File: src/design/fetch_pkg.sv
// fetch frontend package
// widths, predictor table sizes, rv32 opcodes and the instruction word views
// shared by the scanner, the predictors and the pc generator

package fetch_pkg;

    // --------------------------------------------------
    // sizes
    // --------------------------------------------------
    localparam int unsigned XLEN        = 32;
    localparam int unsigned BHT_ENTRIES = 64;
    // counter index comes from pc bits 7:2
    localparam int unsigned BHT_IDX_W   = 6;
    localparam int unsigned RAS_DEPTH   = 4;

    // --------------------------------------------------
    // opcodes and link registers
    // --------------------------------------------------
    localparam logic [6:0] OPC_BRANCH = 7'b1100011;
    localparam logic [6:0] OPC_JAL    = 7'b1101111;
    localparam logic [6:0] OPC_JALR   = 7'b1100111;

    // x1 is ra, x5 is the alternate link register (t0)
    localparam logic [4:0] RA_REG     = 5'd1;
    localparam logic [4:0] ALT_RA_REG = 5'd5;

    // --------------------------------------------------
    // instruction word views
    // --------------------------------------------------
    // conditional branch, immediate scattered over both ends of the word
    typedef struct packed {
        logic       imm12;
        logic [5:0] imm10_5;
        logic [4:0] rs2;
        logic [4:0] rs1;
        logic [2:0] funct3;
        logic [3:0] imm4_1;
        logic       imm11;
        logic [6:0] opcode;
    } b_type_t;

    // jal, 20-bit offset in halfwords
    typedef struct packed {
        logic       imm20;
        logic [9:0] imm10_1;
        logic       imm11;
        logic [7:0] imm19_12;
        logic [4:0] rd;
        logic [6:0] opcode;
    } j_type_t;

    // jalr and other register-immediate forms
    typedef struct packed {
        logic [11:0] imm11_0;
        logic [4:0]  rs1;
        logic [2:0]  funct3;
        logic [4:0]  rd;
        logic [6:0]  opcode;
    } i_type_t;

    // one fetched word, read as whichever format the opcode calls for
    typedef union packed {
        b_type_t b;
        j_type_t j;
        i_type_t i;
    } instr_t;

endpackage

File: src/design/instr_scan.sv
// instruction scanner
// classifies one rv32 word as branch, jal, jalr, call or return
// and extracts the sign-extended branch or jump offset

`timescale 1ns/1ps

module instr_scan import fetch_pkg::*; (
    input  instr_t            instr_i,
    output logic              is_branch_o,
    output logic              is_jal_o,
    output logic              is_jalr_o,
    output logic              is_call_o,
    output logic              is_return_o,
    output logic [XLEN-1:0]   imm_o
);

    logic            op_branch;
    logic            op_jal;
    logic            op_jalr;
    logic            rd_link;
    logic            rs1_link;
    logic            rd_zero;
    logic [XLEN-1:0] b_imm;
    logic [XLEN-1:0] j_imm;

    // --------------------------------------------------
    // opcode and register decode
    // --------------------------------------------------
    // opcode, rd and rs1 sit at the same place in every format
    assign op_branch = (instr_i.i.opcode == OPC_BRANCH);
    assign op_jal    = (instr_i.i.opcode == OPC_JAL);
    assign op_jalr   = (instr_i.i.opcode == OPC_JALR);

    assign rd_link  = (instr_i.j.rd == RA_REG) || (instr_i.j.rd == ALT_RA_REG);
    assign rs1_link = (instr_i.i.rs1 == RA_REG) || (instr_i.i.rs1 == ALT_RA_REG);
    assign rd_zero  = (instr_i.i.rd == 5'd0);

    // --------------------------------------------------
    // control-flow classes
    // --------------------------------------------------
    assign is_branch_o = op_branch;
    assign is_jal_o    = op_jal;
    // jalr x0, 0(ra) style returns go to the stack, not the plain jalr path
    assign is_return_o = op_jalr && rd_zero && rs1_link;
    assign is_jalr_o   = op_jalr && !is_return_o;
    // a call links through ra or t0
    assign is_call_o   = (op_jal || op_jalr) && rd_link;

    // --------------------------------------------------
    // immediates
    // --------------------------------------------------
    // b-type offset, bit 0 is implied zero
    assign b_imm = {{(XLEN-13){instr_i.b.imm12}}, instr_i.b.imm12, instr_i.b.imm11,
                    instr_i.b.imm10_5, instr_i.b.imm4_1, 1'b0};

    // j-type offset
    assign j_imm = {{(XLEN-21){instr_i.j.imm20}}, instr_i.j.imm20, instr_i.j.imm19_12,
                    instr_i.j.imm11, instr_i.j.imm10_1, 1'b0};

    always_comb begin
        imm_o = '0;
        if (op_jal) begin
            imm_o = j_imm;
        end else if (op_branch) begin
            imm_o = b_imm;
        end
    end

endmodule

File: src/design/branch_history.sv
// branch history table
// direct-mapped 2-bit saturating counters indexed by pc bits 7:2,
// combinational prediction read and clocked update from branch resolution

`timescale 1ns/1ps

module branch_history import fetch_pkg::*; (
    input  logic            clk_i,
    input  logic            rst_ni,
    input  logic [XLEN-1:0] pc_i,
    input  logic            update_i,
    input  logic [XLEN-1:0] update_pc_i,
    input  logic            update_taken_i,
    output logic            valid_o,
    output logic            taken_o
);

    logic [BHT_ENTRIES-1:0] valid_q;
    logic [1:0]             cnt_q [BHT_ENTRIES];
    logic [BHT_IDX_W-1:0]   rd_idx;
    logic [BHT_IDX_W-1:0]   upd_idx;
    logic [1:0]             cnt_next;

    assign rd_idx  = pc_i[BHT_IDX_W+1:2];
    assign upd_idx = update_pc_i[BHT_IDX_W+1:2];

    // --------------------------------------------------
    // prediction
    // --------------------------------------------------
    assign valid_o = valid_q[rd_idx];
    // upper counter bit means weakly or strongly taken
    assign taken_o = valid_q[rd_idx] && cnt_q[rd_idx][1];

    // --------------------------------------------------
    // update
    // --------------------------------------------------
    always_comb begin
        cnt_next = cnt_q[upd_idx];
        if (!valid_q[upd_idx]) begin
            // first outcome seeds a weak state in its direction
            cnt_next = update_taken_i ? 2'd2 : 2'd1;
        end else if (update_taken_i) begin
            if (cnt_q[upd_idx] != 2'd3) cnt_next = cnt_q[upd_idx] + 2'd1;
        end else begin
            if (cnt_q[upd_idx] != 2'd0) cnt_next = cnt_q[upd_idx] - 2'd1;
        end
    end

    // valid bits, all entries cold after reset
    always_ff @(posedge clk_i or negedge rst_ni) begin
        if (!rst_ni) begin
            valid_q <= '0;
        end else if (update_i) begin
            valid_q[upd_idx] <= 1'b1;
        end
    end

    // counter array
    always_ff @(posedge clk_i) begin
        if (update_i) begin
            cnt_q[upd_idx] <= cnt_next;
        end
    end

endmodule

File: src/design/return_stack.sv
// return address stack
// small shift stack, entry 0 is the top; a push when full drops the oldest

`timescale 1ns/1ps

module return_stack import fetch_pkg::*; (
    input  logic            clk_i,
    input  logic            rst_ni,
    input  logic            push_i,
    input  logic            pop_i,
    input  logic [XLEN-1:0] data_i,
    output logic            valid_o,
    output logic [XLEN-1:0] top_o
);

    logic [RAS_DEPTH-1:0] valid_q;
    logic [XLEN-1:0]      addr_q [RAS_DEPTH];

    assign valid_o = valid_q[0];
    assign top_o   = addr_q[0];

    // --------------------------------------------------
    // occupancy
    // --------------------------------------------------
    always_ff @(posedge clk_i or negedge rst_ni) begin
        if (!rst_ni) begin
            valid_q <= '0;
        end else if (push_i) begin
            // oldest bit falls off the bottom
            valid_q <= {valid_q[RAS_DEPTH-2:0], 1'b1};
        end else if (pop_i) begin
            valid_q <= {1'b0, valid_q[RAS_DEPTH-1:1]};
        end
    end

    // --------------------------------------------------
    // return addresses
    // --------------------------------------------------
    always_ff @(posedge clk_i) begin
        if (push_i) begin
            addr_q[0] <= data_i;
            for (int i = 1; i < RAS_DEPTH; i++) begin
                addr_q[i] <= addr_q[i-1];
            end
        end else if (pop_i) begin
            for (int i = 0; i < RAS_DEPTH-1; i++) begin
                addr_q[i] <= addr_q[i+1];
            end
        end
    end

    // the pc generator only pops once it has seen a valid top
    assert property (@(posedge clk_i) disable iff (!rst_ni) pop_i |-> valid_q[0])
        else $error("return_stack: pop on empty stack");

endmodule

File: src/design/pc_gen.sv
// pc generator
// combines scanner flags, counter prediction and stack top into a next pc,
// applies backend redirects and registers the fetch entry for decode

`timescale 1ns/1ps

module pc_gen import fetch_pkg::*; (
    input  logic            clk_i,
    input  logic            rst_ni,
    input  logic [XLEN-1:0] boot_addr_i,
    input  logic            instr_valid_i,
    input  logic [XLEN-1:0] instr_i,
    input  logic            is_branch_i,
    input  logic            is_jal_i,
    input  logic            is_jalr_i,
    input  logic            is_call_i,
    input  logic            is_return_i,
    input  logic [XLEN-1:0] imm_i,
    input  logic            bht_valid_i,
    input  logic            bht_taken_i,
    input  logic            ras_valid_i,
    input  logic [XLEN-1:0] ras_top_i,
    input  logic            resolve_valid_i,
    input  logic            resolve_mispredict_i,
    input  logic [XLEN-1:0] resolve_target_i,
    input  logic            eret_i,
    input  logic [XLEN-1:0] epc_i,
    input  logic            ex_valid_i,
    input  logic [XLEN-1:0] trap_vector_i,
    input  logic            set_pc_commit_i,
    input  logic [XLEN-1:0] pc_commit_i,
    output logic [XLEN-1:0] fetch_addr_o,
    output logic            ras_push_o,
    output logic            ras_pop_o,
    output logic [XLEN-1:0] ras_data_o,
    output logic            entry_valid_o,
    output logic [XLEN-1:0] entry_pc_o,
    output logic [XLEN-1:0] entry_instr_o,
    output logic            entry_taken_o,
    output logic [XLEN-1:0] entry_target_o
);

    // first cycle out of reset fetches from the boot address
    logic            boot_load_q;
    logic [XLEN-1:0] pc_q;
    logic [XLEN-1:0] npc;
    logic [XLEN-1:0] pc_plus4;
    logic            redirect;
    logic            accept;
    logic            pred_taken;
    logic [XLEN-1:0] pred_target;

    assign fetch_addr_o = boot_load_q ? boot_addr_i : pc_q;
    assign pc_plus4     = fetch_addr_o + XLEN'(4);

    // any backend redirect drops the word fetched this cycle
    assign redirect = (resolve_valid_i && resolve_mispredict_i) || eret_i
                   || ex_valid_i || set_pc_commit_i;
    assign accept   = instr_valid_i && !redirect;

    // --------------------------------------------------
    // prediction
    // --------------------------------------------------
    always_comb begin
        pred_taken  = 1'b0;
        pred_target = '0;
        if (is_branch_i) begin
            // dynamic counter if trained, else backward taken
            pred_taken  = bht_valid_i ? bht_taken_i : imm_i[XLEN-1];
            pred_target = fetch_addr_o + imm_i;
        end else if (is_jal_i) begin
            pred_taken  = 1'b1;
            pred_target = fetch_addr_o + imm_i;
        end else if (is_return_i) begin
            pred_taken  = ras_valid_i;
            pred_target = ras_valid_i ? ras_top_i : '0;
        end else if (is_jalr_i) begin
            // no target buffer, fall through
            pred_taken  = 1'b0;
            pred_target = '0;
        end
    end

    // stack only moves for words that really leave fetch
    assign ras_push_o = accept && is_call_i;
    assign ras_pop_o  = accept && is_return_i && ras_valid_i;
    assign ras_data_o = pc_plus4;

    // --------------------------------------------------
    // next pc, lowest priority first
    // --------------------------------------------------
    always_comb begin
        npc = fetch_addr_o;
        if (accept) npc = pred_taken ? pred_target : pc_plus4;
        if (resolve_valid_i && resolve_mispredict_i) npc = resolve_target_i;
        if (eret_i) npc = epc_i;
        if (ex_valid_i) npc = trap_vector_i;
        // restart right behind the committing instruction
        if (set_pc_commit_i) npc = pc_commit_i + XLEN'(4);
    end

    always_ff @(posedge clk_i or negedge rst_ni) begin
        if (!rst_ni) begin
            boot_load_q   <= 1'b1;
            pc_q          <= '0;
            entry_valid_o <= 1'b0;
        end else begin
            boot_load_q   <= 1'b0;
            pc_q          <= npc;
            entry_valid_o <= accept;
        end
    end

    // entry payload for decode
    always_ff @(posedge clk_i) begin
        if (accept) begin
            entry_pc_o     <= fetch_addr_o;
            entry_instr_o  <= instr_i;
            entry_taken_o  <= pred_taken;
            entry_target_o <= pred_target;
        end
    end

    // an aligned pc stays aligned unless a backend redirect moves it off
    assert property (@(posedge clk_i) disable iff (!rst_ni)
        (fetch_addr_o[1:0] == 2'b00 && !redirect)
        |=> fetch_addr_o[1:0] == 2'b00)
        else $error("pc_gen: fetch address lost word alignment");

endmodule

File: src/design/fetch_frontend.sv
// instruction fetch frontend
// scanner and history table look at the same fetch word and pc,
// pc_gen merges them with the return stack and drives the next fetch

`timescale 1ns/1ps

module fetch_frontend import fetch_pkg::*; (
    input  logic            clk_i,
    input  logic            rst_ni,
    input  logic [XLEN-1:0] boot_addr_i,
    // memory side
    output logic [XLEN-1:0] fetch_addr_o,
    input  logic [XLEN-1:0] instr_i,
    input  logic            instr_valid_i,
    // branch resolution
    input  logic            resolve_valid_i,
    input  logic            resolve_branch_i,
    input  logic [XLEN-1:0] resolve_pc_i,
    input  logic            resolve_taken_i,
    input  logic            resolve_mispredict_i,
    input  logic [XLEN-1:0] resolve_target_i,
    // csr and commit redirects
    input  logic            eret_i,
    input  logic [XLEN-1:0] epc_i,
    input  logic            ex_valid_i,
    input  logic [XLEN-1:0] trap_vector_i,
    input  logic            set_pc_commit_i,
    input  logic [XLEN-1:0] pc_commit_i,
    // decode side
    output logic            entry_valid_o,
    output logic [XLEN-1:0] entry_pc_o,
    output logic [XLEN-1:0] entry_instr_o,
    output logic            entry_taken_o,
    output logic [XLEN-1:0] entry_target_o
);

    logic            is_branch, is_jal, is_jalr, is_call, is_return;
    logic [XLEN-1:0] imm;
    logic            bht_valid, bht_taken;
    logic            ras_push, ras_pop, ras_valid;
    logic [XLEN-1:0] ras_data, ras_top;

    instr_scan i_instr_scan (
        .instr_i     (instr_i),
        .is_branch_o (is_branch),
        .is_jal_o    (is_jal),
        .is_jalr_o   (is_jalr),
        .is_call_o   (is_call),
        .is_return_o (is_return),
        .imm_o       (imm)
    );

    // only conditional branches train the counters
    branch_history i_branch_history (
        .clk_i, .rst_ni,
        .pc_i           (fetch_addr_o),
        .update_i       (resolve_valid_i && resolve_branch_i),
        .update_pc_i    (resolve_pc_i),
        .update_taken_i (resolve_taken_i),
        .valid_o        (bht_valid),
        .taken_o        (bht_taken)
    );

    return_stack i_return_stack (
        .clk_i, .rst_ni,
        .push_i  (ras_push),
        .pop_i   (ras_pop),
        .data_i  (ras_data),
        .valid_o (ras_valid),
        .top_o   (ras_top)
    );

    pc_gen i_pc_gen (
        .clk_i, .rst_ni, .boot_addr_i, .instr_valid_i, .instr_i,
        .is_branch_i (is_branch), .is_jal_i (is_jal), .is_jalr_i (is_jalr),
        .is_call_i (is_call), .is_return_i (is_return), .imm_i (imm),
        .bht_valid_i (bht_valid), .bht_taken_i (bht_taken),
        .ras_valid_i (ras_valid), .ras_top_i (ras_top),
        .resolve_valid_i, .resolve_mispredict_i, .resolve_target_i,
        .eret_i, .epc_i, .ex_valid_i, .trap_vector_i, .set_pc_commit_i, .pc_commit_i,
        .fetch_addr_o,
        .ras_push_o (ras_push), .ras_pop_o (ras_pop), .ras_data_o (ras_data),
        .entry_valid_o, .entry_pc_o, .entry_instr_o, .entry_taken_o, .entry_target_o
    );

endmodule

File: config.mk
export PLATFORM = sky130hd
export DESIGN_NAME = fetch_frontend
export DESIGN_NICKNAME = d
export VERILOG_FILES = /design/src/design/fetch_pkg.sv /design/src/design/instr_scan.sv /design/src/design/branch_history.sv /design/src/design/return_stack.sv /design/src/design/pc_gen.sv /design/src/design/fetch_frontend.sv
export SDC_FILE = /design/constraint.sdc
export NUM_CORES = 1
export LEC_CHECK = 0
export ABC_AREA = 1
export BUFFER_PORTS_ARGS = -buffer_cell sky130_fd_sc_hd__clkbuf_2
export CAP_MARGIN = 20
export CORE_MARGIN = 3
export CORE_UTILIZATION = 50
export CTS_BUF_LIST = sky130_fd_sc_hd__clkbuf_2
export DETAILED_ROUTE_END_ITERATION = 7
export GPL_ROUTABILITY_DRIVEN = 0
export GPL_TIMING_DRIVEN = 0
export PLACE_DENSITY_LB_ADDON = 0.2
export SLEW_MARGIN = 20
export SYNTH_ARGS = -nofsm -noshare
export SYNTH_HDL_FRONTEND = slang
export SYNTH_SLANG_ARGS = --single-unit
File: constraint.sdc
create_clock -name clk_i -period 7.65 [get_ports clk_i]
set_input_delay 1.9125 -clock clk_i [delete_from_list [all_inputs] [get_ports clk_i]]
set_output_delay 1.9125 -clock clk_i [all_outputs]
set_load 0.005 [all_outputs]
==> flow_summary_export.csv, run 1 <==
group,metric,value,unit
setup_path,critPathMaxStageDelay,0.81,ns
timing,hold_viol,0,
clocking,cts_resized,0,
floorplan,rows,79,
clocking,hold_buffers,0,
place,place_area,26390,µm²
synthesis,yosysUniqueCellTypes,62,
grt,grt_pass1_vias,21930,
route,antenna_left,0,
setup_path,cp.arrival,7.63,ns
setup_path,cp_max_fo,10,
timing,tightest_slew,1.066,ns
grt,track_usage,35.31,%
setup_path,path_class,"in -> reg",
grt,grt_pass1_wl,131.9,mm
floorplan,initial_core_util,50.75,%
synthesis,yosys_most_used_dff,"edfxtp_1",
place,dp_hpwl,67.17,mm
timing,period_needed,6.596,ns
grt,grt_max_degree,76,
timing,tns,0,ns
synthesis,async_reset_ff_share,22.42,%
floorplan,io_pins,364,
clocking,cts-htree-levels,3,
synthesis,yosys.area_share.adder,1.825,%
synthesis,synth_common_cells,"nand2_1, edfxtp_1, nor2_1, inv_1, nand3_1",
synthesis,yosys.area_share.simple,22.72,%
place,io_buffers,334,
route,dr.pass1.iters,8,
timing,slew_viol_final,0,
layout,fin_nets,3324,
route,vias,22610,
setup_path,startpoint_type,"primary input",
grt,antenna_found_initial,2,
floorplan,die_h,223.8,µm
synthesis,synth_most_common_cell,"nand2_1",
synthesis,synth_xor_area_share,1.698,%
timing,rsz0062_at_grt,"false",
setup_path,cp.required,8.68,ns
layout,nFillCells,4250,
synthesis,syn_nets,2866,
setup_path,slowest_stage,"nor4_2",
synthesis,synth_top_family_by_area,"simple AND/OR/NAND/NOR gates",
route,drt_iter0_drc,3624,
hold_path,hp-class,"reg -> reg",
timing,setup_viol,0,
clocking,cts_tree,"built",
layout,stdcell_area,27560,µm²
floorplan,dieArea,50100,µm²
synthesis,synthesis.area,23730,µm²
layout,seq_area,13150,µm²
synthesis,yosys_warnings,0,
route,vias_per_cell,6.007,
synthesis,yosysTopAreaCell,"edfxtp_1",
setup_path,crit_path_frequent_cell,"nand2_1",
route,wl_per_cell,24.01,µm
layout,syn_to_final_growth,16.15,%
synthesis,synthTopCellsByArea,"edfxtp_1, dfrtp_1, nand2_1",
power_and_ir_drop,p_per_area,199.9,nW/µm²
timing,period_share,86.22,%
synthesis,synth_top_area_share,44.68,%
floorplan,die_w,223.8,µm
clocking,clockBufferDepth,3,
power_and_ir_drop,vdd_drop_max,0.0001117,V
synthesis,ys_ff_latch,455,
floorplan,core,46750,µm²
setup_path,crit_buf_inv,5,
synthesis,synth_compound_area_share,12.08,%
synthesis,seq_area_frac_synth,55.44,%
outcome,violations,"DRC",
outcome,status,"complete, but fails checks",
layout,drive_gt1_share,22.81,%
timing,fmax,151.6,MHz
timing,finalClockSkew,0.1183,ns
layout,multi_input_area,9117,µm²
synthesis,postSynthCellCount,2598,
clocking,clock_latency,1.21,ns
setup_path,end_kind,"register",
synthesis,synth-edff-count,353,
setup_path,crit_family,"compound AO/OA/AOI/OAI gates",
clocking,cts_root_buffer,"clkbuf_2",
clocking,clk_pin_slew_worst_paths,0.10,ns
synthesis,avgSynthCellArea,9.132,µm²
route,wirelength,90.39,mm
clocking,cts_buffers,113,
grt,overflow,0,
route,drc_errors,2,
power_and_ir_drop,power_leakage,0.01219,µW
synthesis,synthMuxAreaShare,0,%
clocking,cts_setup_buffers,0,
timing,slew_headroom,28.15,%
flow_run,maxCapViolCount,0,
clocking,cts_sinks,455,
[flip-flops by register name, indices dropped and copies added, names as in the netlist]
name                      count
i_branch_history.cnt_q      128
i_branch_history.valid_q     64
i_pc_gen.boot_load_q          1
i_pc_gen.entry_instr_o       32
i_pc_gen.entry_pc_o          32
i_pc_gen.entry_taken_o        1
i_pc_gen.entry_target_o      32
i_pc_gen.entry_valid_o        1
i_pc_gen.pc_q                32
i_return_stack.addr_q       128
i_return_stack.valid_q        4
[path summary, 6_finish.rpt]
path                                                       endpoint  depth (start not counted)  slack [ns]                              startpoint
hold reg to reg              i_return_stack.addr_q[3][30]$_DFFE_PP_                          0        0.46  i_return_stack.addr_q[2][30]$_DFFE_PP_
setup reg to reg                        i_pc_gen.pc_q[29]$_DFF_PN0_                         26        2.67          i_pc_gen.boot_load_q$_DFF_PN1_
max in group asynchronous  i_branch_history.valid_q[59]$_DFFE_PN0P_                          2        6.26                                  rst_ni
setup / recovery                        i_pc_gen.pc_q[30]$_DFF_PN0_                         25        1.05                              instr_i[0]
hold / removal               i_return_stack.addr_q[3][30]$_DFFE_PP_                          0        0.46  i_return_stack.addr_q[2][30]$_DFFE_PP_
min in group asynchronous   i_branch_history.valid_q[4]$_DFFE_PN0P_                          1        0.62                                  rst_ni
[worst register-to-register path, delay by kind of cell (launching register included)]
family / cells / cell delay, ns
flip-flops: 1 / 0.54
AO/OA/AOI/OAI: 5 / 1.44
adder cells (fa/ha/maj): 2 / 0.82
AND/OR/NAND/NOR: 14 / 1.50
buffers and inverters: 5 / 0.59
[cell families (layout without fill, tap and decap cells)]
group / after synthesis / count (layout)
and+or+nand+nor: 1205 / 1205
AOI/OAI and AO/OA: 493 / 493
DFF: 455 / 455
buffers and inverters: 364 / 922
xor gates and xnor gates: 46 / 46
adders and majority gates: 34 / 34
other: 1 / 2
[stage by stage]
| stage | setup slack (ns) | hold WS [ns] | cells | total power [µW] | util, % |
|---|---|---|---|---|---|
| floorplan | 1.279 | 0.4268 | 2598 | 3319 | - |
| global placement | -1.315 | 0.4281 | 3539 | 3677 | 55.95 |
| detailed placement | 0.2007 | 0.4353 | 3548 | 3711 | 56.45 |
| CTS | 1.419 | 0.4312 | 3763 | 5485 | 58.94 |
| global route | 0.9652 | 0.4594 | 3764 | 5705 | 58.94 |
| finish | 1.054 | 0.4599 | 3764 | 5509 | 58.94 |
[report_power, final]
| part | switching, µW | leakage (µW) | internal [µW] |
|---|---|---|---|
| logic | 590 | 0.00693 | 278 |
| clock network | 1070 | 0.000859 | 742 |
| registers | 58.0 | 0.00441 | 2770 |
[placed cells by master, fill, tap and decap left out, types with 8 or more instances in the layout]
cell	netlist	routed
edfxtp_1	353	353
buf_2	22	22
nor4_1	9	9
xor2_1	40	40
nand2_2	18	18
a22oi_1	19	19
a22o_1	8	8
clkinv_1	5	31
o41ai_1	10	10
dfrtp_1	101	101
a221oi_1	9	9
nand2_1	482	481
a21oi_1	179	179
inv_1	243	242
or2_2	87	87
nand4_1	25	25
clkbuf_1	64	63
nand3_1	202	202
ha_1	33	33
inv_2	12	13
o21ai_1	23	23
o22ai_1	66	66
o211ai_1	13	13
clkinv_2	0	12
o21ai_0	125	125
nor3_1	41	41
buf_6	7	9
nor2_1	311	311
clkbuf_2	1	502
[layout make-up]
class / count / share of cell area (%)
clock inverters: 47 / 1.162
flip-flops and latches: 455 / 47.73
diodes: 1 / 0.009081
repair buffers: 343 / 6.833
inverters: 262 / 3.605
plain buffers: 102 / 1.766
well taps: 607 / 2.756
multi-input cells: 1779 / 33.09
clock buffers: 168 / 3.051
[per-layer routing]
layer / vias to the layer above / GRT usage (%) / part of all wire (%)
met5: - / 0 / 0.013
met1: 10460 / 48.68 / 38
met3: 355 / 13.21 / 16
li1: 9951 / - / -
met4: 2 / 15.23 / 4.6
met2: 1844 / 50.27 / 41
Power figures use the tool's default switching activity.
==> run 2, diff against run 1 <==
--- a/config.mk
+++ b/config.mk
@@ -10,11 +10,12 @@
 export CAP_MARGIN = 20
 export CORE_MARGIN = 3
 export CORE_UTILIZATION = 50
-export CTS_BUF_LIST = sky130_fd_sc_hd__clkbuf_2
+export CTS_BUF_LIST = sky130_fd_sc_hd__clkbuf_2 sky130_fd_sc_hd__clkbuf_4 sky130_fd_sc_hd__clkbuf_8
 export DETAILED_ROUTE_END_ITERATION = 7
 export GPL_ROUTABILITY_DRIVEN = 0
 export GPL_TIMING_DRIVEN = 0
 export PLACE_DENSITY_LB_ADDON = 0.2
+export RECOVER_POWER = 50
 export SLEW_MARGIN = 20
 export SYNTH_ARGS = -nofsm -noshare
 export SYNTH_HDL_FRONTEND = slang
==> flow_summary_export.csv, run 2 (synthesized netlist as in run 1, its figures left out) <==
group,metric,value,unit
clocking,cts_resized,0,
grt,grt_pass1_wl,131.7,mm
setup_path,worstSetupStartpoint,"instr_i[0]",
floorplan,initial_core_util,50.75,%
grt,overflow,0,
clocking,cts_sinks,455,
timing,finalClockSkew,0.04650,ns
setup_path,slowest_stage,"nor4_2",
clocking,cts-htree-levels,3,
place,placed_cells,3548,
setup_path,critPathMaxStageDelay,0.81,ns
grt,antenna_found_initial,0,
clocking,hold_buffers,0,
timing,rsz0062_at_grt,"false",
clocking,cts_tree,"built",
route,wirelength,90.13,mm
place,dp_hpwl,67.17,mm
timing,slew_viol_final,217,
hold_path,whs_endpoint,"i_return_stack.addr_q[3][16]$_DFFE_PP_",
setup_path,rrSetupSlack,1.11,ns
layout,final_util,59.47,%
timing,period_share,91.80,%
outcome,status,"complete, but fails checks",
floorplan,core,46750,µm²
outcome,violations,"DRC, capacitance limit, slew limit",
layout,final_cell_mix,"nand2_1, edfxtp_1, nor2_1, clkbuf_2, inv_1",
route,drt_iter0_drc,3773,
layout,fin_nets,3288,
clocking,clockBufferDepth,3,
floorplan,die_w,223.8,µm
setup_path,cp.arrival,7.58,ns
layout,final_common_cell,"nand2_1",
hold_path,hold_depth,0,
hold_path,min_from,"i_return_stack.addr_q[2][16]$_DFFE_PP_",
grt,track_usage,35.32,%
clocking,clk_pin_slew_worst_paths,0.06,ns
setup_path,cp_max_fo,10,
setup_path,crit_path_frequent_cell,"nand2_1",
setup_path,cp.required,8.20,ns
grt,grt_pass1_vias,21640,
setup_path,r2r-start,"i_pc_gen.boot_load_q$_DFF_PN1_",
floorplan,rows,79,
clocking,cts_setup_buffers,0,
timing,period_needed,7.023,ns
setup_path,end_kind,"register",
layout,reg_top3,"i_branch_history.cnt_q (128), i_return_stack.addr_q (128), i_branch_history.valid_q (64)",
timing,tightest_slew,3.757,ns
hold_path,hp-class,"reg -> reg",
route,antenna_left,0,
floorplan,dieArea,50100,µm²
timing,fmax,142.4,MHz
layout,diodes,0,
timing,hold_viol,0,
clocking,clock_latency,0.69,ns
setup_path,startpoint_type,"primary input",
setup_path,crit_buf_inv,5,
clocking,cts_root_buffer,"clkbuf_8",
layout,drive_gt1_share,17.83,%
route,dr.pass1.iters,8,
setup_path,crit_family,"compound AO/OA/AOI/OAI gates",
layout,finalNonFillerCells,3691,
clocking,cts_buffers,77,
layout,syn_to_final_growth,17.20,%
route,vias_per_cell,6.034,
route,drc_errors,42,
power_and_ir_drop,power_leakage,0.01190,µW
power_and_ir_drop,p_per_area,219.4,nW/µm²
flow_run,maxCapViolCount,5,
setup_path,r2r_cells,20,
route,vias,22270,
place,io_buffers,334,
setup_path,path_class,"in -> reg",
power_and_ir_drop,vdd_drop_max,0.0001688,V
timing,setup_viol,0,
setup_path,r2r-end,"i_pc_gen.pc_q[30]$_DFF_PN0_",
layout,nFillCells,4192,
route,wl_per_cell,24.42,µm
floorplan,io_pins,364,
floorplan,die_h,223.8,µm
timing,slew_headroom,-150.4,%
grt,grt_max_degree,76,
[run 2: cell types whose count changed in the layout (fill, tap and decap cells not counted), sizes merged]
cell           change
buf               -10
bufinv             +3
clkbuf            -56
clkdlybuf4s25      +1
clkinv            -11
diode              -1
inv                +1
[run 2: power breakdown]
part	internal, µW	switching, µW	leakage [µW]	total [µW]
clock	1340	1060	0.000883	2410
combinational	268	588	0.00660	856
sequential	2780	57.8	0.00441	2840
[run 2: cell type report]
cell class                      instances  area [µm²]  area share, %
Timing Repair Buffer                  343        1702          6.119
Clock buffer                          103        1286          4.626
Clock inverter                         40       386.6          1.390
Sequential cell                       455       13150          47.30
Multi-Input combinational cell       1779        9077          32.64
Tap cell                              607       759.5          2.731
Buffer                                102       447.9          1.611
Inverter                              262       993.5          3.573
[run 2: worst max path at each step]
| stage | endpoint | slack [ns] | cells past startpoint |
|---|---|---|---|
| final | i_pc_gen.pc_q[30]$_DFF_PN0_ | 0.63 | 25 |
| after global routing | i_return_stack.valid_q[3]$_DFFE_PN0P_ | 0.38 | 2 |
| after CTS | i_pc_gen.pc_q[30]$_DFF_PN0_ | 0.90 | 25 |
| after detailed placement | i_pc_gen.pc_q[30]$_DFF_PN0_ | 0.20 | 25 |
| after global placement | i_branch_history.cnt_q[31][0]$_DFFE_PP_ | -1.31 | 10 |
| after floorplan | i_pc_gen.pc_q[29]$_DFF_PN0_ | 1.28 | 11 |
[run 2: through the flow]
step | total power (µW) | cell area (µm²) | setup WS, ns | setup TNS (ns) | hold WS (ns)
2_1_floorplan | 3319 | 23730 | 1.279 | 0 | 0.4268
3_3_place_gp | 3677 | 26160 | -1.315 | -177.89 | 0.4281
3_5_place_dp | 3711 | 26390 | 0.2007 | 0 | 0.4353
4_1_cts | 6085 | 28070 | 0.8960 | 0 | 0.4405
5_1_grt | 6277 | 27810 | 0.3793 | 0 | 0.4482
6_report | 6100 | 27810 | 0.6270 | 0 | 0.4520
[run 2: routing by layer]
layer	part of all wire, %	vias to the layer above	GRT usage, %
li1	-	9806	-
met1	38	10270	48.96
met2	41	1886	50.68
met3	17	307	13.10
met4	4.2	0	13.89
met5	0	-	0
